## config.mk

```make
export PLATFORM = sky130hd
export DESIGN_NAME = daq_top
export DESIGN_NICKNAME = d
export VERILOG_FILES = /design/src/daq_ctrl_pkg.sv /design/src/daq_cmd_pkg.sv /design/src/daq_if.sv /design/src/daq_top.sv /design/src/daq_regs.sv /design/src/com_frontend.sv /design/src/adc_sampler.sv /design/src/tick_timer.sv /design/src/console_hq.sv
export VERILOG_INCLUDE_DIRS = /design/src
export SDC_FILE = /design/constraint.sdc
export NUM_CORES = 1
export LEC_CHECK = 0
export BUFFER_PORTS_ARGS = -buffer_cell sky130_fd_sc_hd__buf_2
export CAP_MARGIN = 20
export CORE_MARGIN = 1.5
export CORE_UTILIZATION = 40
export CTS_BUF_LIST = sky130_fd_sc_hd__clkbuf_8 sky130_fd_sc_hd__clkbuf_16
export DETAILED_ROUTE_END_ITERATION = 8
export GPL_TIMING_DRIVEN = 0
export SYNTH_ARGS = -nofsm -noshare
export SYNTH_HDL_FRONTEND = slang
export SYNTH_SLANG_ARGS = --single-unit
```

## constraint.sdc

```tcl
create_clock -name clk -period 10.9 [get_ports clk]
set_input_delay 1.09 -clock clk [delete_from_list [all_inputs] [get_ports clk]]
set_output_delay 1.09 -clock clk [all_outputs]
set_load 0.01 [all_outputs]
```

## src/daq_consts.svh

```systemverilog
`ifndef DAQ_CONSTS_SVH
`define DAQ_CONSTS_SVH

// sample width and the channel sweep of the ADC
`define DAQ_DATA_W 12
`define DAQ_CHANNELS 6
`define DAQ_LAST_CHAN 5

`define DAQ_ADDR_W 4        // AXI4-Lite byte address width
`define DAQ_TICK_DEFAULT 64 // tick period in clock cycles after reset

`endif
```

## src/daq_ctrl_pkg.sv

```systemverilog
`default_nettype none

package daq_ctrl_pkg;

    // upper nibble names the job, lower nibble the step within it
    typedef enum logic [7:0] {
        MAIN_IDLE = 8'h00, MAIN_WAIT = 8'h01, MAIN_DOOR = 8'h02,
        TICK_IDLE = 8'h10, TICK_WAIT = 8'h11, TICK_WORK = 8'h12, TICK_DONE = 8'h13,
        READ_IDLE = 8'h40, READ_WAIT = 8'h41, READ_WORK = 8'h42, READ_DONE = 8'h43,
        SEND_IDLE = 8'h50, SEND_WAIT = 8'h51, SEND_WORK = 8'h52, SEND_DONE = 8'h53,
        CONF_IDLE = 8'h80, CONF_WAIT = 8'h81, CONF_WORK = 8'h82, CONF_DONE = 8'h83,
        CONV_IDLE = 8'h90, CONV_WAIT = 8'h91, CONV_WORK = 8'h92, CONV_DONE = 8'h93
    } hq_state_e;

    typedef enum logic [3:0] {
        REG_TICK = 4'h0,
        REG_CONF = 4'h4,
        REG_STAT = 4'h8  // read only
    } reg_addr_e;

endpackage

`default_nettype wire

```

## src/daq_cmd_pkg.sv

```systemverilog
`default_nettype none

package daq_cmd_pkg;

    // byte types shared by host commands and replies
    typedef enum logic [3:0] {
        COM_INIT = 4'h0,
        COM_CONF = 4'h1,  // configure the ADC, answered by STAT
        COM_READ = 4'h4,  // start periodic acquisition
        COM_DATA = 4'h5,
        COM_STOP = 4'h9,
        COM_STAT = 4'hA
    } btype_e;

endpackage

`default_nettype wire

```

## src/daq_if.sv

```systemverilog
`timescale 1ns/1ps
`default_nettype none

// command and reply link between the host frontend and the sequencer
interface com_link_if;
    logic read_req;
    daq_cmd_pkg::btype_e read_btype;
    logic read_done;
    logic send_req;
    daq_cmd_pkg::btype_e send_btype;
    logic [3:0] send_chan;  // channel index that goes with the reply
    logic send_done;

    modport frontend (
        output read_req, read_btype, send_done,
        input read_done, send_req, send_btype, send_chan
    );
    modport console (
        input read_req, read_btype, send_done,
        output read_done, send_req, send_btype, send_chan
    );
endinterface

// configuration and conversion requests towards the ADC sampler
interface adc_ctl_if;
    logic conf_req;
    logic conv_req;
    logic [3:0] chan_idx;
    logic conf_done;
    logic conv_done;

    modport console (output conf_req, conv_req, chan_idx, input conf_done, conv_done);
    modport sampler (input conf_req, conv_req, chan_idx, output conf_done, conv_done);
endinterface

`default_nettype wire

```

## src/daq_top.sv

```systemverilog
`timescale 1ns/1ps
`default_nettype none
`include "daq_consts.svh"

module daq_top (
    input wire clk,
    input wire rst,
    input wire cmd_valid,
    output logic cmd_ready,
    input wire [3:0] cmd_btype,
    output logic rsp_valid,
    input wire rsp_ready,
    output logic [3:0] rsp_btype,
    output logic [3:0] rsp_chan,
    output logic [`DAQ_DATA_W-1:0] rsp_data,
    output logic adc_start,
    output logic [3:0] adc_chan,
    output logic adc_conf,
    input wire adc_done,
    input wire [`DAQ_DATA_W-1:0] adc_data,
    input wire awvalid,
    output logic awready,
    input wire [`DAQ_ADDR_W-1:0] awaddr,
    input wire wvalid,
    output logic wready,
    input wire [31:0] wdata,
    input wire [3:0] wstrb,
    output logic bvalid,
    input wire bready,
    output logic [1:0] bresp,
    input wire arvalid,
    output logic arready,
    input wire [`DAQ_ADDR_W-1:0] araddr,
    output logic rvalid,
    input wire rready,
    output logic [31:0] rdata,
    output logic [1:0] rresp
);

    logic tick_req;
    logic tick_done;
    logic work;
    logic [15:0] tick_period;
    logic [7:0] conf_word;
    logic [`DAQ_DATA_W-1:0] sample;

    com_link_if com ();
    adc_ctl_if adc ();

    // ****************************************
    // blocks, mostly connected by name
    // ****************************************

    console_hq hq0 (.*);

    tick_timer timer0 (.*, .run(work), .period(tick_period));

    adc_sampler sampler0 (.*);

    com_frontend front0 (.*);

    daq_regs regs0 (.*, .chan_idx(adc.chan_idx));

endmodule

`default_nettype wire

```

## src/daq_regs.sv

```systemverilog
`timescale 1ns/1ps
`default_nettype none
`include "daq_consts.svh"

module daq_regs (
    input wire clk,
    input wire rst,
    input wire awvalid,
    output logic awready,
    input wire [`DAQ_ADDR_W-1:0] awaddr,
    input wire wvalid,
    output logic wready,
    input wire [31:0] wdata,
    input wire [3:0] wstrb,
    output logic bvalid,
    input wire bready,
    output logic [1:0] bresp,
    input wire arvalid,
    output logic arready,
    input wire [`DAQ_ADDR_W-1:0] araddr,
    output logic rvalid,
    input wire rready,
    output logic [31:0] rdata,
    output logic [1:0] rresp,
    output logic [15:0] tick_period,
    output logic [7:0] conf_word,
    input wire work,
    input wire [3:0] chan_idx
);

    logic wr_ok;
    logic rd_fire;

    // address and data are taken in the same cycle, the response follows one later
    assign awready = awvalid && wvalid && !bvalid;
    assign wready = awready;
    assign arready = !rvalid;
    assign rd_fire = arvalid && arready;
    assign wr_ok = (awaddr == daq_ctrl_pkg::REG_TICK) || (awaddr == daq_ctrl_pkg::REG_CONF);

    always_ff @(posedge clk or posedge rst) begin
        if (rst) begin
            bvalid <= 1'b0;
            bresp <= 2'b00;
            tick_period <= 16'(`DAQ_TICK_DEFAULT);
            conf_word <= 8'h00;
        end else begin
            if (bvalid && bready) bvalid <= 1'b0;
            if (awready) begin
                bvalid <= 1'b1;
                bresp <= wr_ok ? 2'b00 : 2'b10;  // SLVERR outside the writable pair
                if (awaddr == daq_ctrl_pkg::REG_TICK) begin
                    if (wstrb[0]) tick_period[7:0] <= wdata[7:0];
                    if (wstrb[1]) tick_period[15:8] <= wdata[15:8];
                end
                if (awaddr == daq_ctrl_pkg::REG_CONF && wstrb[0]) conf_word <= wdata[7:0];
            end
        end
    end

    always_ff @(posedge clk or posedge rst) begin
        if (rst) begin
            rvalid <= 1'b0;
            rresp <= 2'b00;
            rdata <= 32'h0;
        end else if (rd_fire) begin
            rvalid <= 1'b1;
            rresp <= 2'b00;
            case (araddr)
                daq_ctrl_pkg::REG_TICK: rdata <= {16'h0, tick_period};
                daq_ctrl_pkg::REG_CONF: rdata <= {24'h0, conf_word};
                daq_ctrl_pkg::REG_STAT: rdata <= {27'h0, work, chan_idx};  // work sits in bit 4
                default: begin
                    rdata <= 32'h0;
                    rresp <= 2'b10;
                end
            endcase
        end else if (rready) begin
            rvalid <= 1'b0;
        end
    end

endmodule

`default_nettype wire

```

## src/com_frontend.sv

```systemverilog
`timescale 1ns/1ps
`default_nettype none
`include "daq_consts.svh"

module com_frontend (
    input wire clk,
    input wire rst,
    com_link_if.frontend com,
    input wire cmd_valid,
    output logic cmd_ready,
    input wire [3:0] cmd_btype,
    output logic rsp_valid,
    input wire rsp_ready,
    output logic [3:0] rsp_btype,
    output logic [3:0] rsp_chan,
    output logic [`DAQ_DATA_W-1:0] rsp_data,
    input wire [`DAQ_DATA_W-1:0] sample
);

    logic rsp_load;

    // ****************************************
    // host command into the read link
    // ****************************************

    always_ff @(posedge clk or posedge rst) begin
        if (rst) begin
            cmd_ready <= 1'b0;
            com.read_req <= 1'b0;
            com.read_btype <= daq_cmd_pkg::COM_INIT;
        end else begin
            // one command at a time, the next only after done has dropped
            cmd_ready <= !com.read_req && !com.read_done && !(cmd_valid && cmd_ready);
            if (cmd_valid && cmd_ready) begin
                com.read_req <= 1'b1;
                com.read_btype <= daq_cmd_pkg::btype_e'(cmd_btype);
            end else if (com.read_done) begin
                com.read_req <= 1'b0;
            end
        end
    end

    // ****************************************
    // send link out to the host reply
    // ****************************************

    assign rsp_load = com.send_req && !rsp_valid && !com.send_done;

    always_ff @(posedge clk or posedge rst) begin
        if (rst) begin
            rsp_valid <= 1'b0;
            com.send_done <= 1'b0;
        end else begin
            if (rsp_valid && rsp_ready) begin
                rsp_valid <= 1'b0;
                com.send_done <= 1'b1;  // done only once the host has the word
            end else if (rsp_load) begin
                rsp_valid <= 1'b1;
            end
            if (com.send_done && !com.send_req) com.send_done <= 1'b0;
        end
    end

    always_ff @(posedge clk) begin
        if (rsp_load) begin
            rsp_btype <= com.send_btype;
            rsp_chan <= com.send_chan;
            rsp_data <= sample;
        end
    end

endmodule

`default_nettype wire

```

## src/adc_sampler.sv

```systemverilog
`timescale 1ns/1ps
`default_nettype none
`include "daq_consts.svh"

module adc_sampler (
    input wire clk,
    input wire rst,
    adc_ctl_if.sampler adc,
    input wire [7:0] conf_word,
    output logic adc_start,
    output logic adc_conf,
    output logic [3:0] adc_chan,
    input wire adc_done,
    input wire [`DAQ_DATA_W-1:0] adc_data,
    output logic [`DAQ_DATA_W-1:0] sample
);

    typedef enum logic [1:0] {S_IDLE, S_BUSY, S_DONE} smp_state_e;
    smp_state_e state;

    always_ff @(posedge clk or posedge rst) begin
        if (rst) begin
            state <= S_IDLE;
            adc_start <= 1'b0;
            adc_conf <= 1'b0;
            adc_chan <= 4'h0;
            adc.conf_done <= 1'b0;
            adc.conv_done <= 1'b0;
        end else begin
            adc_start <= 1'b0;
            case (state)
                S_IDLE: if (adc.conf_req || adc.conv_req) begin
                    adc_start <= 1'b1;
                    adc_conf <= adc.conf_req;
                    // the configuration word carries its channel in the low nibble
                    adc_chan <= adc.conf_req ? conf_word[3:0] : adc.chan_idx;
                    state <= S_BUSY;
                end
                S_BUSY: if (adc_done) begin
                    adc.conf_done <= adc_conf;
                    adc.conv_done <= !adc_conf;
                    state <= S_DONE;
                end
                S_DONE: if (!adc.conf_req && !adc.conv_req) begin
                    adc.conf_done <= 1'b0;
                    adc.conv_done <= 1'b0;
                    state <= S_IDLE;
                end
                default: state <= S_IDLE;
            endcase
        end
    end

    always_ff @(posedge clk) begin
        if (state == S_BUSY && adc_done && !adc_conf) sample <= adc_data;
    end

endmodule

`default_nettype wire

```

## src/tick_timer.sv

```systemverilog
`timescale 1ns/1ps
`default_nettype none

module tick_timer (
    input wire clk,
    input wire rst,
    input wire run,
    input wire [15:0] period,
    output logic tick_req,
    input wire tick_done
);

    logic [15:0] count;
    logic [15:0] limit;

    assign limit = (period == 16'd0) ? 16'd1 : period;  // zero behaves like one

    always_ff @(posedge clk or posedge rst) begin
        if (rst) begin
            count <= 16'd0;
            tick_req <= 1'b0;
        end else if (tick_req) begin
            if (tick_done) tick_req <= 1'b0;
        end else if (!run) begin
            count <= 16'd0;
        end else if (!tick_done) begin  // hold until the console drops done
            if (count >= limit - 16'd1) begin
                tick_req <= 1'b1;
                count <= 16'd0;
            end else begin
                count <= count + 16'd1;
            end
        end
    end

endmodule

`default_nettype wire

```

## src/console_hq.sv

```systemverilog
`timescale 1ns/1ps
`default_nettype none
`include "daq_consts.svh"

module console_hq (
    input wire clk,
    input wire rst,
    com_link_if.console com,
    adc_ctl_if.console adc,
    input wire tick_req,
    output logic tick_done,
    output logic work
);

    daq_ctrl_pkg::hq_state_e state;
    daq_ctrl_pkg::hq_state_e next_state;
    daq_ctrl_pkg::hq_state_e state_goto;  // where MAIN_DOOR leads next
    logic busy;

    // new events wait until every request of our own has come back
    assign busy = com.send_req | adc.conf_req | adc.conv_req;

    assign com.read_done = (state == daq_ctrl_pkg::READ_DONE);
    assign tick_done = (state == daq_ctrl_pkg::TICK_DONE);
    assign com.send_chan = adc.chan_idx;

    // ****************************************
    // state sequencing
    // ****************************************

    always_comb begin
        next_state = state;
        case (state)
            daq_ctrl_pkg::MAIN_IDLE: next_state = daq_ctrl_pkg::MAIN_WAIT;
            daq_ctrl_pkg::MAIN_WAIT: begin
                if (!busy && com.read_req) next_state = daq_ctrl_pkg::READ_IDLE;
                else if (!busy && tick_req) next_state = daq_ctrl_pkg::TICK_IDLE;
                else if (com.send_done) next_state = daq_ctrl_pkg::SEND_DONE;
                else if (adc.conf_done) next_state = daq_ctrl_pkg::CONF_DONE;
                else if (adc.conv_done) next_state = daq_ctrl_pkg::CONV_DONE;
            end
            daq_ctrl_pkg::MAIN_DOOR: next_state = state_goto;

            daq_ctrl_pkg::READ_IDLE: next_state = daq_ctrl_pkg::READ_WAIT;
            daq_ctrl_pkg::READ_WAIT: next_state = daq_ctrl_pkg::READ_WORK;
            daq_ctrl_pkg::READ_WORK: next_state = daq_ctrl_pkg::READ_DONE;
            daq_ctrl_pkg::READ_DONE: if (!com.read_req) next_state = daq_ctrl_pkg::MAIN_DOOR;

            daq_ctrl_pkg::TICK_IDLE: next_state = daq_ctrl_pkg::TICK_WAIT;
            daq_ctrl_pkg::TICK_WAIT: next_state = daq_ctrl_pkg::TICK_WORK;
            daq_ctrl_pkg::TICK_WORK: next_state = daq_ctrl_pkg::TICK_DONE;
            daq_ctrl_pkg::TICK_DONE: if (!tick_req) next_state = daq_ctrl_pkg::MAIN_DOOR;

            // outgoing requests are raised in WORK and answered back in MAIN_WAIT
            daq_ctrl_pkg::SEND_IDLE: next_state = daq_ctrl_pkg::SEND_WAIT;
            daq_ctrl_pkg::SEND_WAIT: next_state = daq_ctrl_pkg::SEND_WORK;
            daq_ctrl_pkg::SEND_WORK: next_state = daq_ctrl_pkg::MAIN_WAIT;
            daq_ctrl_pkg::SEND_DONE: if (!com.send_done) next_state = daq_ctrl_pkg::MAIN_DOOR;

            daq_ctrl_pkg::CONF_IDLE: next_state = daq_ctrl_pkg::CONF_WAIT;
            daq_ctrl_pkg::CONF_WAIT: next_state = daq_ctrl_pkg::CONF_WORK;
            daq_ctrl_pkg::CONF_WORK: next_state = daq_ctrl_pkg::MAIN_WAIT;
            daq_ctrl_pkg::CONF_DONE: if (!adc.conf_done) next_state = daq_ctrl_pkg::MAIN_DOOR;

            daq_ctrl_pkg::CONV_IDLE: next_state = daq_ctrl_pkg::CONV_WAIT;
            daq_ctrl_pkg::CONV_WAIT: next_state = daq_ctrl_pkg::CONV_WORK;
            daq_ctrl_pkg::CONV_WORK: next_state = daq_ctrl_pkg::MAIN_WAIT;
            daq_ctrl_pkg::CONV_DONE: if (!adc.conv_done) next_state = daq_ctrl_pkg::MAIN_DOOR;

            default: next_state = daq_ctrl_pkg::MAIN_IDLE;
        endcase
    end

    always_ff @(posedge clk or posedge rst) begin
        if (rst) begin
            state <= daq_ctrl_pkg::MAIN_IDLE;
            state_goto <= daq_ctrl_pkg::MAIN_WAIT;
        end else begin
            state <= next_state;
            case (state)
                daq_ctrl_pkg::READ_WORK:
                    state_goto <= (com.read_btype == daq_cmd_pkg::COM_CONF) ?
                                  daq_ctrl_pkg::CONF_IDLE : daq_ctrl_pkg::MAIN_WAIT;
                // a tick that was already queued when STOP came is acknowledged and dropped
                daq_ctrl_pkg::TICK_WORK:
                    state_goto <= work ? daq_ctrl_pkg::CONV_IDLE : daq_ctrl_pkg::MAIN_WAIT;
                daq_ctrl_pkg::CONF_WORK: state_goto <= daq_ctrl_pkg::SEND_IDLE;
                daq_ctrl_pkg::CONV_WORK: state_goto <= daq_ctrl_pkg::SEND_IDLE;
                daq_ctrl_pkg::SEND_WORK: state_goto <= daq_ctrl_pkg::MAIN_WAIT;
                default: state_goto <= state_goto;
            endcase
        end
    end

    // ****************************************
    // requests and job results
    // ****************************************

    always_ff @(posedge clk or posedge rst) begin
        if (rst) begin
            com.send_req <= 1'b0;
            adc.conf_req <= 1'b0;
            adc.conv_req <= 1'b0;
        end else begin
            if (state == daq_ctrl_pkg::SEND_WORK) com.send_req <= 1'b1;
            else if (state == daq_ctrl_pkg::SEND_DONE) com.send_req <= 1'b0;
            if (state == daq_ctrl_pkg::CONF_WORK) adc.conf_req <= 1'b1;
            else if (state == daq_ctrl_pkg::CONF_DONE) adc.conf_req <= 1'b0;
            if (state == daq_ctrl_pkg::CONV_WORK) adc.conv_req <= 1'b1;
            else if (state == daq_ctrl_pkg::CONV_DONE) adc.conv_req <= 1'b0;
        end
    end

    always_ff @(posedge clk or posedge rst) begin
        if (rst) begin
            com.send_btype <= daq_cmd_pkg::COM_INIT;
            adc.chan_idx <= 4'hF;  // 15 means no channel converted yet
            work <= 1'b0;
        end else begin
            case (state)
                daq_ctrl_pkg::MAIN_IDLE: begin
                    adc.chan_idx <= 4'hF;
                    work <= 1'b0;
                end
                daq_ctrl_pkg::CONF_IDLE: adc.chan_idx <= 4'hF;
                daq_ctrl_pkg::CONV_IDLE:
                    adc.chan_idx <= (adc.chan_idx >= `DAQ_LAST_CHAN) ? 4'h0 : adc.chan_idx + 4'h1;
                daq_ctrl_pkg::CONF_DONE: com.send_btype <= daq_cmd_pkg::COM_STAT;
                daq_ctrl_pkg::CONV_DONE: com.send_btype <= daq_cmd_pkg::COM_DATA;
                daq_ctrl_pkg::READ_WORK: begin
                    if (com.read_btype == daq_cmd_pkg::COM_READ) work <= 1'b1;
                    else if (com.read_btype == daq_cmd_pkg::COM_STOP) work <= 1'b0;
                    else if (com.read_btype == daq_cmd_pkg::COM_CONF) work <= 1'b0;
                end
                default: work <= work;
            endcase
        end
    end

endmodule

`default_nettype wire

```

==> results of run 1 <==
power breakdown:
group	internal (W)	total, W	switching [W]
clock network	0.000334	0.000543	0.000209
registers	0.000609	0.000686	0.0000769
logic	0.000207	0.000490	0.000283
total	0.00115	0.00172	0.000569
worst max-delay path: stages, from the launching register on:
cell and delay [ns]:
dfstp_2 0.58, or3_1 0.15, or3_4 0.14, nor3_2 0.05, a21oi_1 0.21, ha_1 0.21
nor3b_1 0.30, nand2_1 0.14, nor3_1 0.27, nand2b_1 0.15, nor4_1 0.30, xnor2_1 0.15
ha_1 0.32, nand4_1 0.09, nor3_1 0.31, o311ai_1 0.18, nand4_1 0.28, nor2b_1 0.22
buf_2 0.23, nor2_1 0.07
cell usage in the layout, fill, tap and decap left out, types with 6 or more instances in the layout:
master       n
nor4_1       6
dfrtp_1     92
edfxtp_1    30
nand2_1     52
a21oi_1     24
xnor2_1     14
buf_4       21
conb_1      18
a22o_1      14
nor3_1      19
clkbuf_16   17
nor2_1      39
o21ai_0     37
mux2i_1     14
nor2b_1      7
a21o_1       7
nand2b_1     6
ha_1        21
nand3_1     14
inv_1       16
dfstp_2      6
mux2_2      30
buf_2      104
clkbuf_1    15
xor2_1       9
layer usage:
metal / vias up / track usage (%) / wire, um
li1: 2259 / - / -
met1: 2235 / 20.1 / 5630
met3: 21 / 4.90 / 732
met4: 0 / 7.93 / 227
met2: 134 / 28.8 / 6570
met5: - / 0 / 0
sequential cells by signal (all words and copies together) (netlist names), 2 cells and up:
name and count:
front0.rsp_data 12, sampler0.adc_chan 4, front0.com.read_btype 4, sampler0.sample 12, regs0.rdata 16, hq0.state 5, regs0.tick_period 16, front0.rsp_chan 4
front0.rsp_btype 2, timer0.count 16, regs0.conf_word 8, hq0.state_goto 4, hq0.adc.chan_idx 4, sampler0.state 2, hq0.com.send_btype 2
per-stage QoR:
stage          area [sq um]  util, %  hold WS (ns)  std cells  setup WS, ns
2_1_floorplan          6270        -         0.400        577          7.10
3_3_place_gp           7020     46.2         0.400        867          6.10
3_5_place_dp           7060     46.5         0.405        869          6.50
4_1_cts                7630     50.2         0.419        900          6.39
5_1_grt                7630     50.2         0.425        900          5.97
6_report               7630     50.2         0.418        901          6.41
kinds of logic after synthesis:
kind of cell,count (synthesis)
fa+ha+maj,21
other cells,1
flops,128
compound gates,111
simple gates,177
buf+inv,55
mux,44
xor+xnor,23
cell type report:
type,instances,area share [%]
Tap cell,188,3.08
Buffer,39,2.98
Clock inverter,14,1.88
Sequential cell,128,44.0
Antenna cell,1,0.0328
Timing Repair Buffer,104,7.19
Multi-Input combinational cell,394,34.4
Clock buffer,17,5.57
Inverter,16,0.819
worst paths after layout:
| check | cells after the start | endpoint | startpoint | slack (ns) |
|---|---|---|---|---|
| setup / recovery | 19 | timer0.count[14] | regs0.tick_period[6] | 6.41 |
| hold / removal | 0 | front0.rsp_data[6] | sampler0.sample[6] | 0.42 |
| setup reg to reg | 19 | timer0.count[14] | regs0.tick_period[6] | 6.41 |
| hold reg to reg | 0 | front0.rsp_data[6] | sampler0.sample[6] | 0.42 |
| max in group asynchronous | 3 | regs0.tick_period[6] | rst | 9.50 |
| min in group asynchronous | 2 | front0.com.read_btype[3] | rst | 0.70 |
==> run_results.csv, run 1 <==
group,metric,value,unit
run_status,status,"completed",
power,ir_worst_vdd,129,uV
layout,multi_input_area,2630,sq um
yosys,synthSimpleGateAreaFrac,14.4,%
clocking,ctsLongestPathBuffers,2,
global_route,grt_max_degree,64,
route,routed_wl,13200,um
run,drv_cap,0,
placement,hpwl,9630,um
yosys,synth_edf_count,30,
clocking,clk_pin_slew_worst_paths,0.06,ns
global_route,grt_pass1_vias,4625,
global_route,overflow,0,
clocking,numCtsBuffers,17,
yosys,synthDominantCellAreaShare,37.1,%
route,first_pass_iters,6,
die,fp-row-count,45,
setup_path,critical_path.endpoint_type,"flip-flop",
timing,period_share,41.2,%
timing,skew,0.00510,ns
clocking,cts_tree,"built",
route,via_count,4649,
layout,nets,791,
worst_hold_path,hold_class,"reg2reg",
yosys,yosys_warnings,0,
power,leakage,3.58,nW
timing,period_needed,4.49,ns
yosys,async_flop_share,76.6,%
die,die_h,128,um
yosys,synth_top_area_cell,"dfrtp_1",
yosys,synthesis.area,6210,sq um
die,core-area,15200,sq um
clocking,htree_levels,4,
clocking,clk_latency,0.42,ns
setup_path,cp.arrival,4.80,ns
layout,regArea,3360,sq um
placement,io_buffer_count,102,
setup_path,crit_required,11.20,ns
clocking,clock-root-buffer,"clkbuf_16",
yosys,synthDistinctLibCells,60,
layout,area_growth,23.0,%
power,power.total,0.00172,W
global_route,grt_usage,17.0,%
setup_path,crit_path_max_fanout,10,
die,initial_utilization,40.8,%
layout,fillers,1397,
clocking,cts_hold_buf,0,
setup_path,start_kind,"flip-flop",
setup_path,critPathKind,"reg2reg",
yosys,synth_compound_area_share,11.6,%
yosys,syn_inst,560,
timing,fmax,223,MHz
timing,hold_violations,0,
timing,maxSlewHeadroom,35.4,%
global_route,grt_pass1_wl,21900,um
yosys,muxShareOfSynthArea,7.70,%
placement,gp_congestion,0.803,
timing,rsz0062_at_grt,"false",
route,avgRoutedWirePerCell,14.6,um
die,ios,139,
die,die_area,16300,sq um
yosys,synthXorXnorAreaFrac,3.25,%
yosys,ys_ff_latch,128,
yosys,yosys.area_share.adder,4.23,%
yosys,synth_top_family_by_area,"simple AND/OR/NAND/NOR gates",
clocking,cts_num_sinks,128,
die,dieWidth,128,um
clocking,cts_setup_buffers,0,
timing,slew_violations,0,
yosys,yosysMostFrequentCell,"dfrtp_1",
yosys,ys_seq_area_share,54.1,%
yosys,synthTopCellsByArea,"dfrtp_1 (37%), edfxtp_1 (15%), mux2_2 (5.4%), ha_1 (4.2%), nand2_1 (3.1%)",
route,drt_iter0_drc,297,
global_route,antenna_found_initial,1,
layout,drive_gt1_share,28.8,%
yosys,ys_top_cells_by_count,"dfrtp_1 (92), nand2_1 (52), nor2_1 (39)",
power,power-per-cell-area,225,nW/um^2
yosys,avgSynthCellArea,11.1,sq um
route,routed_via_density,5.16,
route,route.detailed.drc,0,
yosys,ys.flop_type,"dfrtp_1",
timing,tightest_slew,0.962,ns
timing,final-setup-viol-count,0,
timing,tns,0,ns
route,antenna_left,0,
clocking,post_cts_resized,0,
(Power assumes the default switching activity.)
==> run 2: changes to the inputs <==
Settings changed: ABC_AREA set to 1.
Clock period 10.9 ns to 3.94 ns, I/O delays scaled along.
==> run 2 against run 1 <==
Against the previous run:
- combinational power increased by 120%
- die area increased by 4.4%
- core utilization decreased by 0.096 points
==> run_results.csv, run 2 <==
group,metric,value,unit
setup_path,critical_path.endpoint_type,"flip-flop",
yosys,ys.flop_type,"dfrtp_1",
timing,hold_slack,0.104,ns
setup_path,crit_required,4.28,ns
layout,layout_common_cells,"nand2_1 (192), buf_2 (105), dfrtp_1 (92), inv_1 (86), nor2_1 (71)",
setup_path,crit_path_max_fanout,10,
route,antenna_left,0,
clocking,cts_hold_buf,0,
power,power-per-cell-area,563,nW/um^2
global_route,grt_usage,18.0,%
layout,reg.largest.list,"regs0.rdata x16, regs0.tick_period x16, timer0.count x16",
power,leakage,3.96,nW
timing,period_share,88.7,%
yosys,async_flop_share,76.6,%
yosys,synthesis.area,6490,sq um
run_status,status,"completed",
layout,final_util,50.1,%
die,die_h,130,um
layout,diodes,0,
setup_path,cp_slowest_stage_delay,0.58,ns
clocking,clk_latency,0.42,ns
timing,worst_slack,0.447,ns
die,dieWidth,130,um
setup_path,path_cells,"nor2_1, nand2_1, nor2_1, a21oi_1, ha_1, nand2_1, nor2_1, nand3_1, nor3_1, xor2_1, ha_1, nand2_1, nor2_1, a21oi_1, nand3_1, buf_2, a21oi_1",
placement,hpwl,11000,um
layout,mostFrequentLayoutCell,"nand2_1",
power,power.total,0.00448,W
yosys,synth_top_area_cell,"dfrtp_1",
timing,tightest_slew,0.712,ns
clocking,post_cts_resized,0,
yosys,yosysMostFrequentCell,"nand2_1",
route,routed_via_density,4.66,
setup_path,critPathKind,"reg2reg",
yosys,ys_top_cells_by_count,"nand2_1 (192), dfrtp_1 (92), inv_1 (87)",
route,via_count,5260,
clocking,cts_tree,"built",
clocking,numCtsBuffers,17,
setup_path,start_kind,"flip-flop",
clocking,ctsLongestPathBuffers,2,
timing,period_needed,3.49,ns
yosys,ys_ff_latch,128,
layout,nets,991,
timing,rsz0062_at_grt,"false",
layout,fin_area,7960,sq um
global_route,grt_pass1_wl,23600,um
route,drt_iter0_drc,320,
layout,area_growth,22.7,%
die,fp-row-count,46,
route,avgRoutedWirePerCell,12.8,um
global_route,antenna_found_initial,0,
placement,gp_congestion,0.932,
die,ios,139,
clocking,htree_levels,4,
power,ir_worst_vdd,341,uV
route,routed_wl,14500,um
die,die_area,17000,sq um
timing,slew_violations,0,
die,initial_utilization,40.9,%
yosys,syn_inst,759,
timing,fmax,286,MHz
route,route.detailed.drc,0,
setup_path,critical_path.top_delay_family,"simple AND/OR/NAND/NOR gates",
timing,skew,0.00685,ns
route,first_pass_iters,5,
setup_path,cp.arrival,3.83,ns
clocking,clk_pin_slew_worst_paths,0.06,ns
layout,drive_gt1_share,21.7,%
run,drv_cap,0,
yosys,avgSynthCellArea,8.55,sq um
yosys,synthDominantCellAreaShare,35.5,%
yosys,synthDistinctLibCells,44,
global_route,grt_max_degree,55,
yosys,yosys_warnings,0,
placement,io_buffer_count,102,
die,core-area,15900,sq um
clocking,cts_num_sinks,128,
yosys,ys_seq_area_share,51.8,%
timing,hold_violations,0,
clocking,cts_setup_buffers,0,
clocking,clock-root-buffer,"clkbuf_16",
yosys,synthTopCellsByArea,"dfrtp_1 (35%), edfxtp_1 (14%), nand2_1 (11%), inv_1 (5.0%), nor2_1 (4.1%)",
placement,post_dp_cell_area,7380,sq um
global_route,grt_pass1_vias,4807,
placement,dp_slack,0.421,ns
yosys,synth_edf_count,30,
worst_hold_path,hold_class,"in2async",
timing,final-setup-viol-count,0,
setup_path,timing.critical_path.mode_cell,"nor2_1",
setup_path,cp_slowest_cell,"dfstp_2",
global_route,overflow,0,
setup_path,cp.buffers_inverters,1,
timing,maxSlewHeadroom,52.5,%
-- run 2: worst reg2reg max path: cells and delay by family (launching register included) --
family	cells	cell delay, ns
and+or+nand+nor	10	1.25
buffers and inverters	1	0.28
DFF	1	0.58
AOI/OAI and AO/OA	3	0.62
adders and majority gates	2	0.52
xor gates and xnor gates	1	0.17
-- run 2: cell type report --
class                      count  area (sq um)
timing repair buffer         105           557
inverter                      97           367
clock inverter                15           149
fill                        1546          7920
buffer                        32           210
sequential                   128          3360
clock buffer                  17           425
tap                          216           270
multi-input combinational    519          2620
-- run 2: path summary, 6_finish.rpt --
path | start | to | slack [ns] | cells after the start
setup / recovery | regs0.tick_period[6] | timer0.count[15] | 0.45 | 17
hold / removal | rst | sampler0.state[0] | 0.10 | 2
setup reg to reg | regs0.tick_period[6] | timer0.count[15] | 0.45 | 17
hold reg to reg | sampler0.sample[9] | front0.rsp_data[9] | 0.42 | 0
max in group asynchronous | rst | regs0.tick_period[6] | 3.10 | 3
min in group clk | adc_data[9] | sampler0.sample[9] | 0.15 | 1
-- run 2: metrics by stage --
stage / setup TNS, ns / instances
3_5_place_dp: 0 / 1096
2_1_floorplan: 0 / 776
4_1_cts: 0 / 1128
6_report: 0 / 1129
5_1_grt: 0 / 1129
3_3_place_gp: -29.54 / 1094
-- run 2: where the power goes --
group | total [W] | switching (W) | leakage (nW) | internal, W
clock network | 0.00151 | 0.000626 | 0.273 | 0.000885
registers | 0.00187 | 0.000211 | 1.50 | 0.00166
logic | 0.00110 | 0.000690 | 2.19 | 0.000407
total | 0.00448 | 0.00153 | 3.96 | 0.00295
-- run 2: cell families (layout without fill, tap and decap cells) --
kind of cell	after synthesis	count (layout)	share of synthesized area [%]
flops	128	128	51.8
other cells	1	18	0.0578
mux	2	2	0.347
xor+xnor	20	20	2.70
simple gates	344	344	22.5
buf+inv	129	266	8.85
fa+ha+maj	21	21	4.05
compound gates	114	114	9.74
-- run 2: routing by layer --
metal	share of wire, %	global-route usage, %	vias to the layer above
met1	49	25.7	2373
met2	44	26.7	144
met4	1.4	6.14	0
met3	5.5	4.52	12
met5	0	0	-
li1	-	-	2731
